`src/rtl/offload_pkg.sv`:
```
/* Transport widths and payload structs of the offload request and response paths
   Imported by every block that carries a request or a response */
package offload_pkg;

  // ------------------------------
  // Widths
  // ------------------------------
  localparam int DataWidth = 32;
  localparam int AddrWidth = 32;
  localparam int OpWidth   = 4;
  // Default id width, the top level overrides it through its own parameter
  localparam int IdWidth   = 5;

  // ------------------------------
  // Payloads
  // ------------------------------
  // Request as issued by the core side
  typedef struct packed {
    logic [AddrWidth-1:0] addr;
    logic [IdWidth-1:0]   id;
    logic [OpWidth-1:0]   op;
    logic [DataWidth-1:0] arga;
    logic [DataWidth-1:0] argb;
  } offload_req_t;

  // Response returned by one of the units
  typedef struct packed {
    logic [DataWidth-1:0] data;
    logic [IdWidth-1:0]   id;
    logic                 error;
  } offload_resp_t;

endpackage

```
`src/rtl/op_pkg.sv`:
```
/* Operation word encodings of the two execution units
   The same 4-bit word is decoded by the multiply unit or by the ALU */
package op_pkg;

  // Multiply view of the operation word
  typedef struct packed {
    logic reserved;  // Must be zero
    logic high;      // Upper product half
    logic signed_a;
    logic signed_b;
  } mul_op_t;

  // ALU function codes
  // Code 7 is left unassigned and flags an error
  typedef enum logic [2:0] {
    ADD = 3'd0,
    SUB = 3'd1,
    AND = 3'd2,
    OR  = 3'd3,
    XOR = 3'd4,
    SLL = 3'd5,
    SRL = 3'd6
  } alu_op_e;

  // ALU view of the operation word
  typedef struct packed {
    logic    reserved;  // Must be zero
    alu_op_e func;
  } alu_op_t;

  // One word, two decodings
  typedef union packed {
    mul_op_t mul;
    alu_op_t alu;
  } op_word_u;

  // Address bit 0 selects the unit
  localparam logic UnitMul = 1'b0;
  localparam logic UnitAlu = 1'b1;

endpackage

```
`src/rtl/offload_if.sv`:
```
`timescale 1ns/1ps
/* Valid/ready request and response links between the blocks of the cluster
   src drives payload and valid, dst returns ready */
interface offload_req_if
  import offload_pkg::*;
#(
  parameter int IdWidth = offload_pkg::IdWidth
) ();
  logic         valid;
  logic         ready;
  offload_req_t req;
  // Id view for the receiving unit
  logic [IdWidth-1:0] id;

  assign id = req.id;

  modport src (output valid, output req, input ready);
  modport dst (input valid, input req, input id, output ready);
endinterface

interface offload_resp_if
  import offload_pkg::*;
#(
  parameter int IdWidth = offload_pkg::IdWidth
) ();
  logic          valid;
  logic          ready;
  offload_resp_t resp;
  // Id view for the arbiter
  logic [IdWidth-1:0] id;

  assign id = resp.id;

  modport src (output valid, output resp, input ready);
  modport dst (input valid, input resp, input id, output ready);
endinterface

```
`src/rtl/spill_register.sv`:
```
`timescale 1ns/1ps
/* Two-slot valid/ready register slice that cuts every path at full throughput
   With Bypass set it collapses to plain wires */
module spill_register #(
  parameter type T      = logic,
  parameter bit  Bypass = 1'b0
) (
  input  logic clk_i,
  input  logic rst_i,
  input  logic valid_i,
  input  T     data_i,
  input  logic ready_i,
  output logic ready_o,
  output logic valid_o,
  output T     data_o
);

  if (Bypass) begin : gen_bypass
    assign valid_o = valid_i;
    assign ready_o = ready_i;
    assign data_o  = data_i;
  end else begin : gen_spill
    // Slot a takes new items, slot b catches what a cannot hand on
    logic a_full_q, b_full_q;
    T     a_data_q, b_data_q;
    logic a_fill, a_drain, b_fill, b_drain;

    assign a_fill  = valid_i && ready_o;
    assign a_drain = a_full_q && !b_full_q;
    // Spill into b only when the sink stalls
    assign b_fill  = a_drain && !ready_i;
    assign b_drain = b_full_q && ready_i;

    always_ff @(posedge clk_i or posedge rst_i) begin
      if (rst_i) begin
        a_full_q <= 1'b0;
        b_full_q <= 1'b0;
      end else begin
        if (a_fill || a_drain) begin
          a_full_q <= a_fill;
        end
        if (b_fill || b_drain) begin
          b_full_q <= b_fill;
        end
      end
    end

    // Payload slots
    always_ff @(posedge clk_i) begin
      if (a_fill) begin
        a_data_q <= data_i;
      end
      if (b_fill) begin
        b_data_q <= a_data_q;
      end
    end

    // b always holds the older item
    assign ready_o = !a_full_q || !b_full_q;
    assign valid_o = a_full_q || b_full_q;
    assign data_o  = b_full_q ? b_data_q : a_data_q;
  end

endmodule

```
`src/rtl/offload_issue.sv`:
```
`timescale 1ns/1ps
/* Input side of the cluster
   Cuts the request path and steers each request to a unit by address bit 0 */
module offload_issue
  import offload_pkg::*;
  import op_pkg::*;
#(
  parameter int IdWidth     = offload_pkg::IdWidth,
  parameter bit RegisterReq = 1'b1
) (
  input  logic          clk_i,
  input  logic          rst_i,
  input  logic          req_valid_i,
  input  offload_req_t  req_i,
  output logic          req_ready_o,
  offload_req_if.src    mul_o,
  offload_req_if.src    alu_o
);

  offload_req_t req_q;
  logic         req_qvalid, req_qready;
  logic         sel_alu;

  // Request cut
  spill_register #(
    .T      ( offload_req_t ),
    .Bypass ( !RegisterReq  )
  ) i_spill_register_req (
    .clk_i   ( clk_i       ),
    .rst_i   ( rst_i       ),
    .valid_i ( req_valid_i ),
    .data_i  ( req_i       ),
    .ready_i ( req_qready  ),
    .ready_o ( req_ready_o ),
    .valid_o ( req_qvalid  ),
    .data_o  ( req_q       )
  );

  // ------------------------------
  // Routing
  // ------------------------------
  assign sel_alu = (req_q.addr[0] == UnitAlu);

  // Payload goes to both, valid only to the selected unit
  assign mul_o.req   = req_q;
  assign alu_o.req   = req_q;
  assign mul_o.valid = req_qvalid && (req_q.addr[0] == UnitMul);
  assign alu_o.valid = req_qvalid && sel_alu;

  // A busy unit holds the request in place
  assign req_qready = sel_alu ? alu_o.ready : mul_o.ready;

endmodule

```
`src/rtl/mul_unit.sv`:
```
`timescale 1ns/1ps
/* Two-stage 32x32 multiplier on the offload path
   Returns the low or high product half, signedness chosen per operand */
module mul_unit
  import offload_pkg::*;
  import op_pkg::*;
#(
  parameter int IdWidth = offload_pkg::IdWidth
) (
  input  logic        clk_i,
  input  logic        rst_i,
  offload_req_if.dst  req_i,
  offload_resp_if.src resp_o
);

  op_word_u op;
  logic     s1_ready, s2_ready;

  // Stage one holds the extended operands
  logic                        s1_valid_q, s1_high_q, s1_err_q;
  logic signed [DataWidth:0]   s1_a_q, s1_b_q;
  logic [IdWidth-1:0]          s1_id_q;
  // Stage two holds the full product
  logic                        s2_valid_q, s2_high_q, s2_err_q;
  logic [2*DataWidth-1:0]      s2_prod_q;
  logic [IdWidth-1:0]          s2_id_q;
  logic signed [2*DataWidth+1:0] prod;
  logic [DataWidth-1:0]        result;

  assign op = req_i.req.op;

  // A stage moves when the next one is empty or being emptied
  assign s2_ready    = !s2_valid_q || resp_o.ready;
  assign s1_ready    = !s1_valid_q || s2_ready;
  assign req_i.ready = s1_ready;

  always_ff @(posedge clk_i or posedge rst_i) begin
    if (rst_i) begin
      s1_valid_q <= 1'b0;
      s2_valid_q <= 1'b0;
    end else begin
      if (s1_ready) begin
        s1_valid_q <= req_i.valid;
      end
      if (s2_ready) begin
        s2_valid_q <= s1_valid_q;
      end
    end
  end

  // 33-bit signed operands cover both unsigned and signed inputs
  assign prod = s1_a_q * s1_b_q;

  always_ff @(posedge clk_i) begin
    if (req_i.valid && s1_ready) begin
      s1_a_q    <= {op.mul.signed_a & req_i.req.arga[DataWidth-1], req_i.req.arga};
      s1_b_q    <= {op.mul.signed_b & req_i.req.argb[DataWidth-1], req_i.req.argb};
      s1_high_q <= op.mul.high;
      s1_err_q  <= op.mul.reserved;
      s1_id_q   <= req_i.id;
    end
    if (s1_valid_q && s2_ready) begin
      s2_prod_q <= prod[2*DataWidth-1:0];
      s2_high_q <= s1_high_q;
      s2_err_q  <= s1_err_q;
      s2_id_q   <= s1_id_q;
    end
  end

  // Half select, zero data on error
  assign result = s2_err_q  ? '0 :
                  s2_high_q ? s2_prod_q[2*DataWidth-1:DataWidth] : s2_prod_q[DataWidth-1:0];

  assign resp_o.valid = s2_valid_q;
  assign resp_o.resp  = '{data: result, id: s2_id_q, error: s2_err_q};

endmodule

```
`src/rtl/alu_unit.sv`:
```
`timescale 1ns/1ps
/* Single-stage integer ALU on the offload path
   One output register, refilled in the cycle its result is taken */
module alu_unit
  import offload_pkg::*;
  import op_pkg::*;
#(
  parameter int IdWidth = offload_pkg::IdWidth
) (
  input  logic        clk_i,
  input  logic        rst_i,
  offload_req_if.dst  req_i,
  offload_resp_if.src resp_o
);

  op_word_u             op;
  logic [DataWidth-1:0] a, b, result;
  logic                 illegal;
  logic                 valid_q, err_q;
  logic [DataWidth-1:0] data_q;
  logic [IdWidth-1:0]   id_q;

  assign op = req_i.req.op;
  assign a  = req_i.req.arga;
  assign b  = req_i.req.argb;

  always_comb begin
    illegal = op.alu.reserved;
    case (op.alu.func)
      ADD:     result = a + b;
      SUB:     result = a - b;
      AND:     result = a & b;
      OR:      result = a | b;
      XOR:     result = a ^ b;
      // Shift amount from the low 5 bits
      SLL:     result = a << b[4:0];
      SRL:     result = a >> b[4:0];
      default: begin
        result  = '0;
        illegal = 1'b1;
      end
    endcase
    if (illegal) begin
      result = '0;
    end
  end

  // Free when empty or when the held result leaves
  assign req_i.ready = !valid_q || resp_o.ready;

  always_ff @(posedge clk_i or posedge rst_i) begin
    if (rst_i) begin
      valid_q <= 1'b0;
    end else if (req_i.ready) begin
      valid_q <= req_i.valid;
    end
  end

  always_ff @(posedge clk_i) begin
    if (req_i.valid && req_i.ready) begin
      data_q <= result;
      err_q  <= illegal;
      id_q   <= req_i.id;
    end
  end

  assign resp_o.valid = valid_q;
  assign resp_o.resp  = '{data: data_q, id: id_q, error: err_q};

endmodule

```
`src/rtl/resp_collect.sv`:
```
`timescale 1ns/1ps
/* Output side of the cluster
   Round-robin merge of the two unit responses, then the response cut */
module resp_collect
  import offload_pkg::*;
#(
  parameter int IdWidth      = offload_pkg::IdWidth,
  parameter bit RegisterResp = 1'b1
) (
  input  logic          clk_i,
  input  logic          rst_i,
  input  logic          resp_ready_i,
  offload_resp_if.dst   mul_i,
  offload_resp_if.dst   alu_i,
  output logic          resp_valid_o,
  output offload_resp_t resp_o
);

  // Set when the ALU wins a tie
  logic               rr_q;
  logic               grant_alu;
  logic               arb_valid, arb_ready;
  logic [IdWidth-1:0] arb_id;
  offload_resp_t      arb_resp;

  // ------------------------------
  // Arbiter
  // ------------------------------
  // Pointer decides only on a tie
  assign grant_alu = (mul_i.valid && alu_i.valid) ? rr_q : alu_i.valid;
  assign arb_valid = mul_i.valid || alu_i.valid;
  assign arb_id    = grant_alu ? alu_i.id : mul_i.id;

  assign arb_resp = '{
    data:  grant_alu ? alu_i.resp.data : mul_i.resp.data,
    id:    arb_id,
    error: grant_alu ? alu_i.resp.error : mul_i.resp.error
  };

  assign mul_i.ready = arb_ready && !grant_alu;
  assign alu_i.ready = arb_ready && grant_alu;

  // Pass priority on past the winner after a handshake
  always_ff @(posedge clk_i or posedge rst_i) begin
    if (rst_i) begin
      rr_q <= 1'b0;
    end else if (arb_valid && arb_ready) begin
      rr_q <= !grant_alu;
    end
  end

  // Response cut
  spill_register #(
    .T      ( offload_resp_t ),
    .Bypass ( !RegisterResp  )
  ) i_spill_register_resp (
    .clk_i   ( clk_i        ),
    .rst_i   ( rst_i        ),
    .valid_i ( arb_valid    ),
    .data_i  ( arb_resp     ),
    .ready_i ( resp_ready_i ),
    .ready_o ( arb_ready    ),
    .valid_o ( resp_valid_o ),
    .data_o  ( resp_o       )
  );

endmodule

```
`src/rtl/offload_cluster.sv`:
```
`timescale 1ns/1ps
/* Top level of the accelerator offload cluster
   Requests enter on acc_q*, responses leave on acc_p*, matched by id */
module offload_cluster
  import offload_pkg::*;
#(
  parameter int IdWidth      = 5,
  parameter bit RegisterReq  = 1'b1,
  parameter bit RegisterResp = 1'b1
) (
  input  logic                 clk_i,
  input  logic                 rst_i,
  // Request port
  input  logic [AddrWidth-1:0] acc_qaddr_i,
  input  logic [IdWidth-1:0]   acc_qid_i,
  input  logic [OpWidth-1:0]   acc_qop_i,
  input  logic [DataWidth-1:0] acc_qarga_i,
  input  logic [DataWidth-1:0] acc_qargb_i,
  input  logic                 acc_qvalid_i,
  output logic                 acc_qready_o,
  // Response port
  output logic [DataWidth-1:0] acc_pdata_o,
  output logic [IdWidth-1:0]   acc_pid_o,
  output logic                 acc_perror_o,
  output logic                 acc_pvalid_o,
  input  logic                 acc_pready_i
);

  offload_req_t  req;
  offload_resp_t resp;

  offload_req_if  #(.IdWidth(IdWidth)) mul_req ();
  offload_req_if  #(.IdWidth(IdWidth)) alu_req ();
  offload_resp_if #(.IdWidth(IdWidth)) mul_resp ();
  offload_resp_if #(.IdWidth(IdWidth)) alu_resp ();

  // Pack the request port
  assign req = '{addr: acc_qaddr_i, id: acc_qid_i, op: acc_qop_i,
                 arga: acc_qarga_i, argb: acc_qargb_i};

  offload_issue #(.IdWidth(IdWidth), .RegisterReq(RegisterReq)) i_offload_issue (
    .clk_i       ( clk_i        ),
    .rst_i       ( rst_i        ),
    .req_valid_i ( acc_qvalid_i ),
    .req_i       ( req          ),
    .req_ready_o ( acc_qready_o ),
    .mul_o       ( mul_req      ),
    .alu_o       ( alu_req      )
  );

  mul_unit #(.IdWidth(IdWidth)) i_mul_unit (.clk_i, .rst_i, .req_i(mul_req), .resp_o(mul_resp));
  alu_unit #(.IdWidth(IdWidth)) i_alu_unit (.clk_i, .rst_i, .req_i(alu_req), .resp_o(alu_resp));

  resp_collect #(.IdWidth(IdWidth), .RegisterResp(RegisterResp)) i_resp_collect (
    .clk_i        ( clk_i        ),
    .rst_i        ( rst_i        ),
    .resp_ready_i ( acc_pready_i ),
    .mul_i        ( mul_resp     ),
    .alu_i        ( alu_resp     ),
    .resp_valid_o ( acc_pvalid_o ),
    .resp_o       ( resp         )
  );

  // Unpack the response port
  assign acc_pdata_o  = resp.data;
  assign acc_pid_o    = resp.id;
  assign acc_perror_o = resp.error;

endmodule

```
`config.mk`:
```
export PLATFORM = sky130hd
export DESIGN_NAME = offload_cluster
export DESIGN_NICKNAME = d
export VERILOG_FILES = /design/src/rtl/offload_pkg.sv /design/src/rtl/op_pkg.sv /design/src/rtl/offload_if.sv /design/src/rtl/spill_register.sv /design/src/rtl/offload_issue.sv /design/src/rtl/mul_unit.sv /design/src/rtl/alu_unit.sv /design/src/rtl/resp_collect.sv /design/src/rtl/offload_cluster.sv
export SDC_FILE = /design/constraint.sdc
export NUM_CORES = 2
export LEC_CHECK = 0
export ABC_AREA = 1
export BUFFER_PORTS_ARGS = -buffer_cell sky130_fd_sc_hd__clkbuf_2
export CORE_MARGIN = 8
export CORE_UTILIZATION = 50
export CTS_CLUSTER_SIZE = 28
export DETAILED_ROUTE_END_ITERATION = 6
export PLACE_DENSITY = 0.69
export SLEW_MARGIN = 20
export SYNTH_ARGS = -nofsm -noshare
export SYNTH_HDL_FRONTEND = slang
export SYNTH_SLANG_ARGS = --single-unit
```
`constraint.sdc`:
```
create_clock -name clk_i -period 6.8 [get_ports clk_i]
set_input_delay 1.36 -clock clk_i [delete_from_list [all_inputs] [get_ports clk_i]]
set_output_delay 1.36 -clock clk_i [all_outputs]
set_load 0.1 [all_outputs]
```
==> reports/results.txt <==
Setup Slack @ Placement: -0.563 ns
CTS tree: built
Min-Delay Startpoint: i_mul_unit.s1_id_q[1]
Critical path's top delay family: adder cells
FP Rows: 130
Largest family of logic cells by synthesized area: adder cells
Worst r2r src: i_mul_unit.s1_a_q[18]
Clock Latency Late Sink: 0.60 ns
Final setup fails: 43
I/O pins: 149
Core area: 125000 sq um
Synthesized Nets: 9186
Routed WL: 193000 um
Max-Slew Margin vs Limit: 26.4%
Largest net degree at the start of global routing: 75
Vias: 51000
Xor and xnor fraction of the mapped netlist area: 1.42%
Synth cell types: 49
Multiplexer area fraction after synthesis: 0.525%
Status: finished with violations
Number of clock sinks: 414
Final HPWL DP: 158000 um
Hold-critical path depth: 0
GRT Total Usage: 28.3%
Clock Pin Slew Worst Setup and Hold Paths: 0.06 ns
Cells on worst reg2reg path: 29
Routed Antenna Nets: 0
Filler cells: 10900
Root Driver: clkbuf_16
Most used DFF post-synth: edfxtp_1
Hold Slack: 0.421 ns
Critical path arrival: 7.58 ns
Violated checks: setup timing
Commonest non-fill, non-tap cells in the layout: 2099 x nand2_1, 1885 x inv_1, 1086 x fa_1, 532 x buf_4, 406 x edfxtp_1
First-pass GRT wire length: 302000 um
Skew final: 0.0393 ns
Fin crit share: 107%
Crit. End Element: flip-flop
DRC Markers: 0
Die footprint: 137000 sq um
Slew Limit Fails: 0
Vias per Instance: 5.21
Die X-Extent: 371 um
Slowest stage cell, crit path: fa_1
1st-pass router iterations: 6
Largest fanout on the critical path: 5
Area Growth Syn to Fin: 18.3%
Reg2Reg Setup Slack: -0.48 ns
Clk buf depth: 3
Routed WL per cell: 19.7 um
Ys Warns: 0
Register area share after synthesis: 19.7%
Placer congestion estimate: 1.00
Crit path buffers/inverters: 8
Mapped Area: 62900 sq um
WHS Endpoint: i_mul_unit.s2_id_q[1]
Synth Area in Adders: 42.0%
ANT cells: 0
TritonCTS Buffers: 43
Final Hold Vio Count: 0
Buffers on Ports: 117
Die Ht: 371 um
Synth Area in Compound Gates: 3.79%
Fmax: 137 MHz
Critical Path RT: 7.10 ns
Initial core utilization: 50.2%
H-Tree Depth: 2
Async SR Flop Fraction: 1.93%
DRT iter0 DRCs: 4088
Total grt overflow: 0
Critical path class: flip-flop to flip-flop
Worst Slack Setup Final: -0.479 ns
Final TNS setup: -12.32 ns
Initial antenna violation count: 5
Post-Syn Instances: 7642
Worst-Margin Slew: 1.10 ns
Yosys reg bits: 414
Max-cap violations: 0
Vias in the first global route: 53500
RSZ-0062 raised after global routing: yes
Worst path max stage delay: 0.57 ns
Syn Area/Cell: 8.23 sq um
Startpoint type of the worst setup path: flip-flop
Most common cell after layout, fill and taps aside: nand2_1
Post-synthesis simple-gate area fraction: 18.4%
CP most frequent cell: fa_1
Nets: 9653
Cts hold-fix bufs: 0
Final min period: 7.28 ns
EDFF count, synth: 406
Layout cells sized above 1: 16.9%
Worst min path class: flip-flop to flip-flop
R2R Path End: i_mul_unit.s2_prod_q[60]
## stage by stage
stage	std cells	area (sq um)	util [%]
global placement	9660	70100	56.0
CTS	9757	72500	57.9
detailed placement	9660	70100	56.0
finish	9793	74400	59.4
floorplan	7642	63200	-
global route	9793	74400	59.4
## sequential cells by signal, indices dropped and copies added (netlist names), 5 cells and up
signal                                                   count
i_mul_unit.s1_id_q                                           5
i_offload_issue.i_spill_register_req.gen_spill.b_data_q     74
i_mul_unit.s2_prod_q                                        64
i_alu_unit.data_q                                           32
i_alu_unit.id_q                                              5
i_mul_unit.s1_b_q                                           33
i_mul_unit.s2_id_q                                           5
i_mul_unit.s1_a_q                                           33
i_resp_collect.i_spill_register_resp.gen_spill.b_data_q     38
i_offload_issue.i_spill_register_req.gen_spill.a_data_q     74
i_resp_collect.i_spill_register_resp.gen_spill.a_data_q     38
## cell families after synthesis
group                    count (synthesis)
AND/OR/NAND/NOR                       2882
buffers and inverters                 2341
adder cells (fa/ha/maj)               1435
AO/OA/AOI/OAI                          436
flip-flops                             414
XOR/XNOR                               101
multiplexers                            33
## synthesized netlist by cell type (12+ instances only)
cell type,number,area share [%]
edfxtp_1,406,19
o211ai_1,12,0.14
mux2i_1,33,0.53
fa_1,1126,36
a21oi_1,181,1.4
or2_2,15,0.15
nand3b_1,13,0.16
xor2_1,77,1.1
inv_1,1973,12
nand3_1,358,2.8
xnor2_1,23,0.32
nand4_1,29,0.29
ha_1,309,6.1
nand2_1,2163,13
o21bai_1,14,0.17
clkbuf_1,310,1.9
nor2_1,249,1.5
o21ai_0,173,1.4
buf_2,33,0.26
nor3_1,20,0.16
## how the worst max path moves through the flow
| stage | cells past startpoint | to | start | slack, ns |
|---|---|---|---|---|
| 2_1_floorplan | 26 | i_mul_unit.s2_prod_q[63] | i_mul_unit.s1_a_q[32] | -0.13 |
| 3_3_place_gp | 27 | i_mul_unit.s2_prod_q[54] | i_mul_unit.s1_b_q[7] | -0.52 |
| 3_5_place_dp | 30 | i_mul_unit.s2_prod_q[60] | i_mul_unit.s1_a_q[21] | -0.56 |
| 4_1_cts | 29 | i_mul_unit.s2_prod_q[57] | i_mul_unit.s1_a_q[32] | -0.39 |
| 5_1_grt | 28 | i_mul_unit.s2_prod_q[54] | i_mul_unit.s1_a_q[32] | -0.65 |
| 6_report | 29 | i_mul_unit.s2_prod_q[60] | i_mul_unit.s1_a_q[18] | -0.48 |
## layer usage
metal  track usage [%]  wire length [um]  vias to the layer above  part of all wire, %
met3              3.82             14100                      455                  7.3
met5                 0                42                        -                0.022
met4              11.3              9270                        2                  4.8
met2              47.9             93300                     1939                   48
li1                  -                 -                    23300                    -
met1              36.9             76500                    25300                   40
## area by class of cell
cell class                 count  area (sq um)  area share, %
multi-input combinational   4887         44000           59.1
sequential                   414         12400           16.7
inverter                    1980          7440           10.0
timing repair buffer         783          7070           9.50
tap                         1650          2060           2.78
clock buffer                  49          1130           1.52
clock inverter                30           305          0.410
## repair_timing
item,CTS,global route
pin swaps,34,129
cloned,4,4
resized for setup,189,395
setup endpoints to repair,44,48
setup buffers,14,38
Power is not shown: default switching activity piles up to over one toggle a cycle in this logic, so the estimate is an artifact.
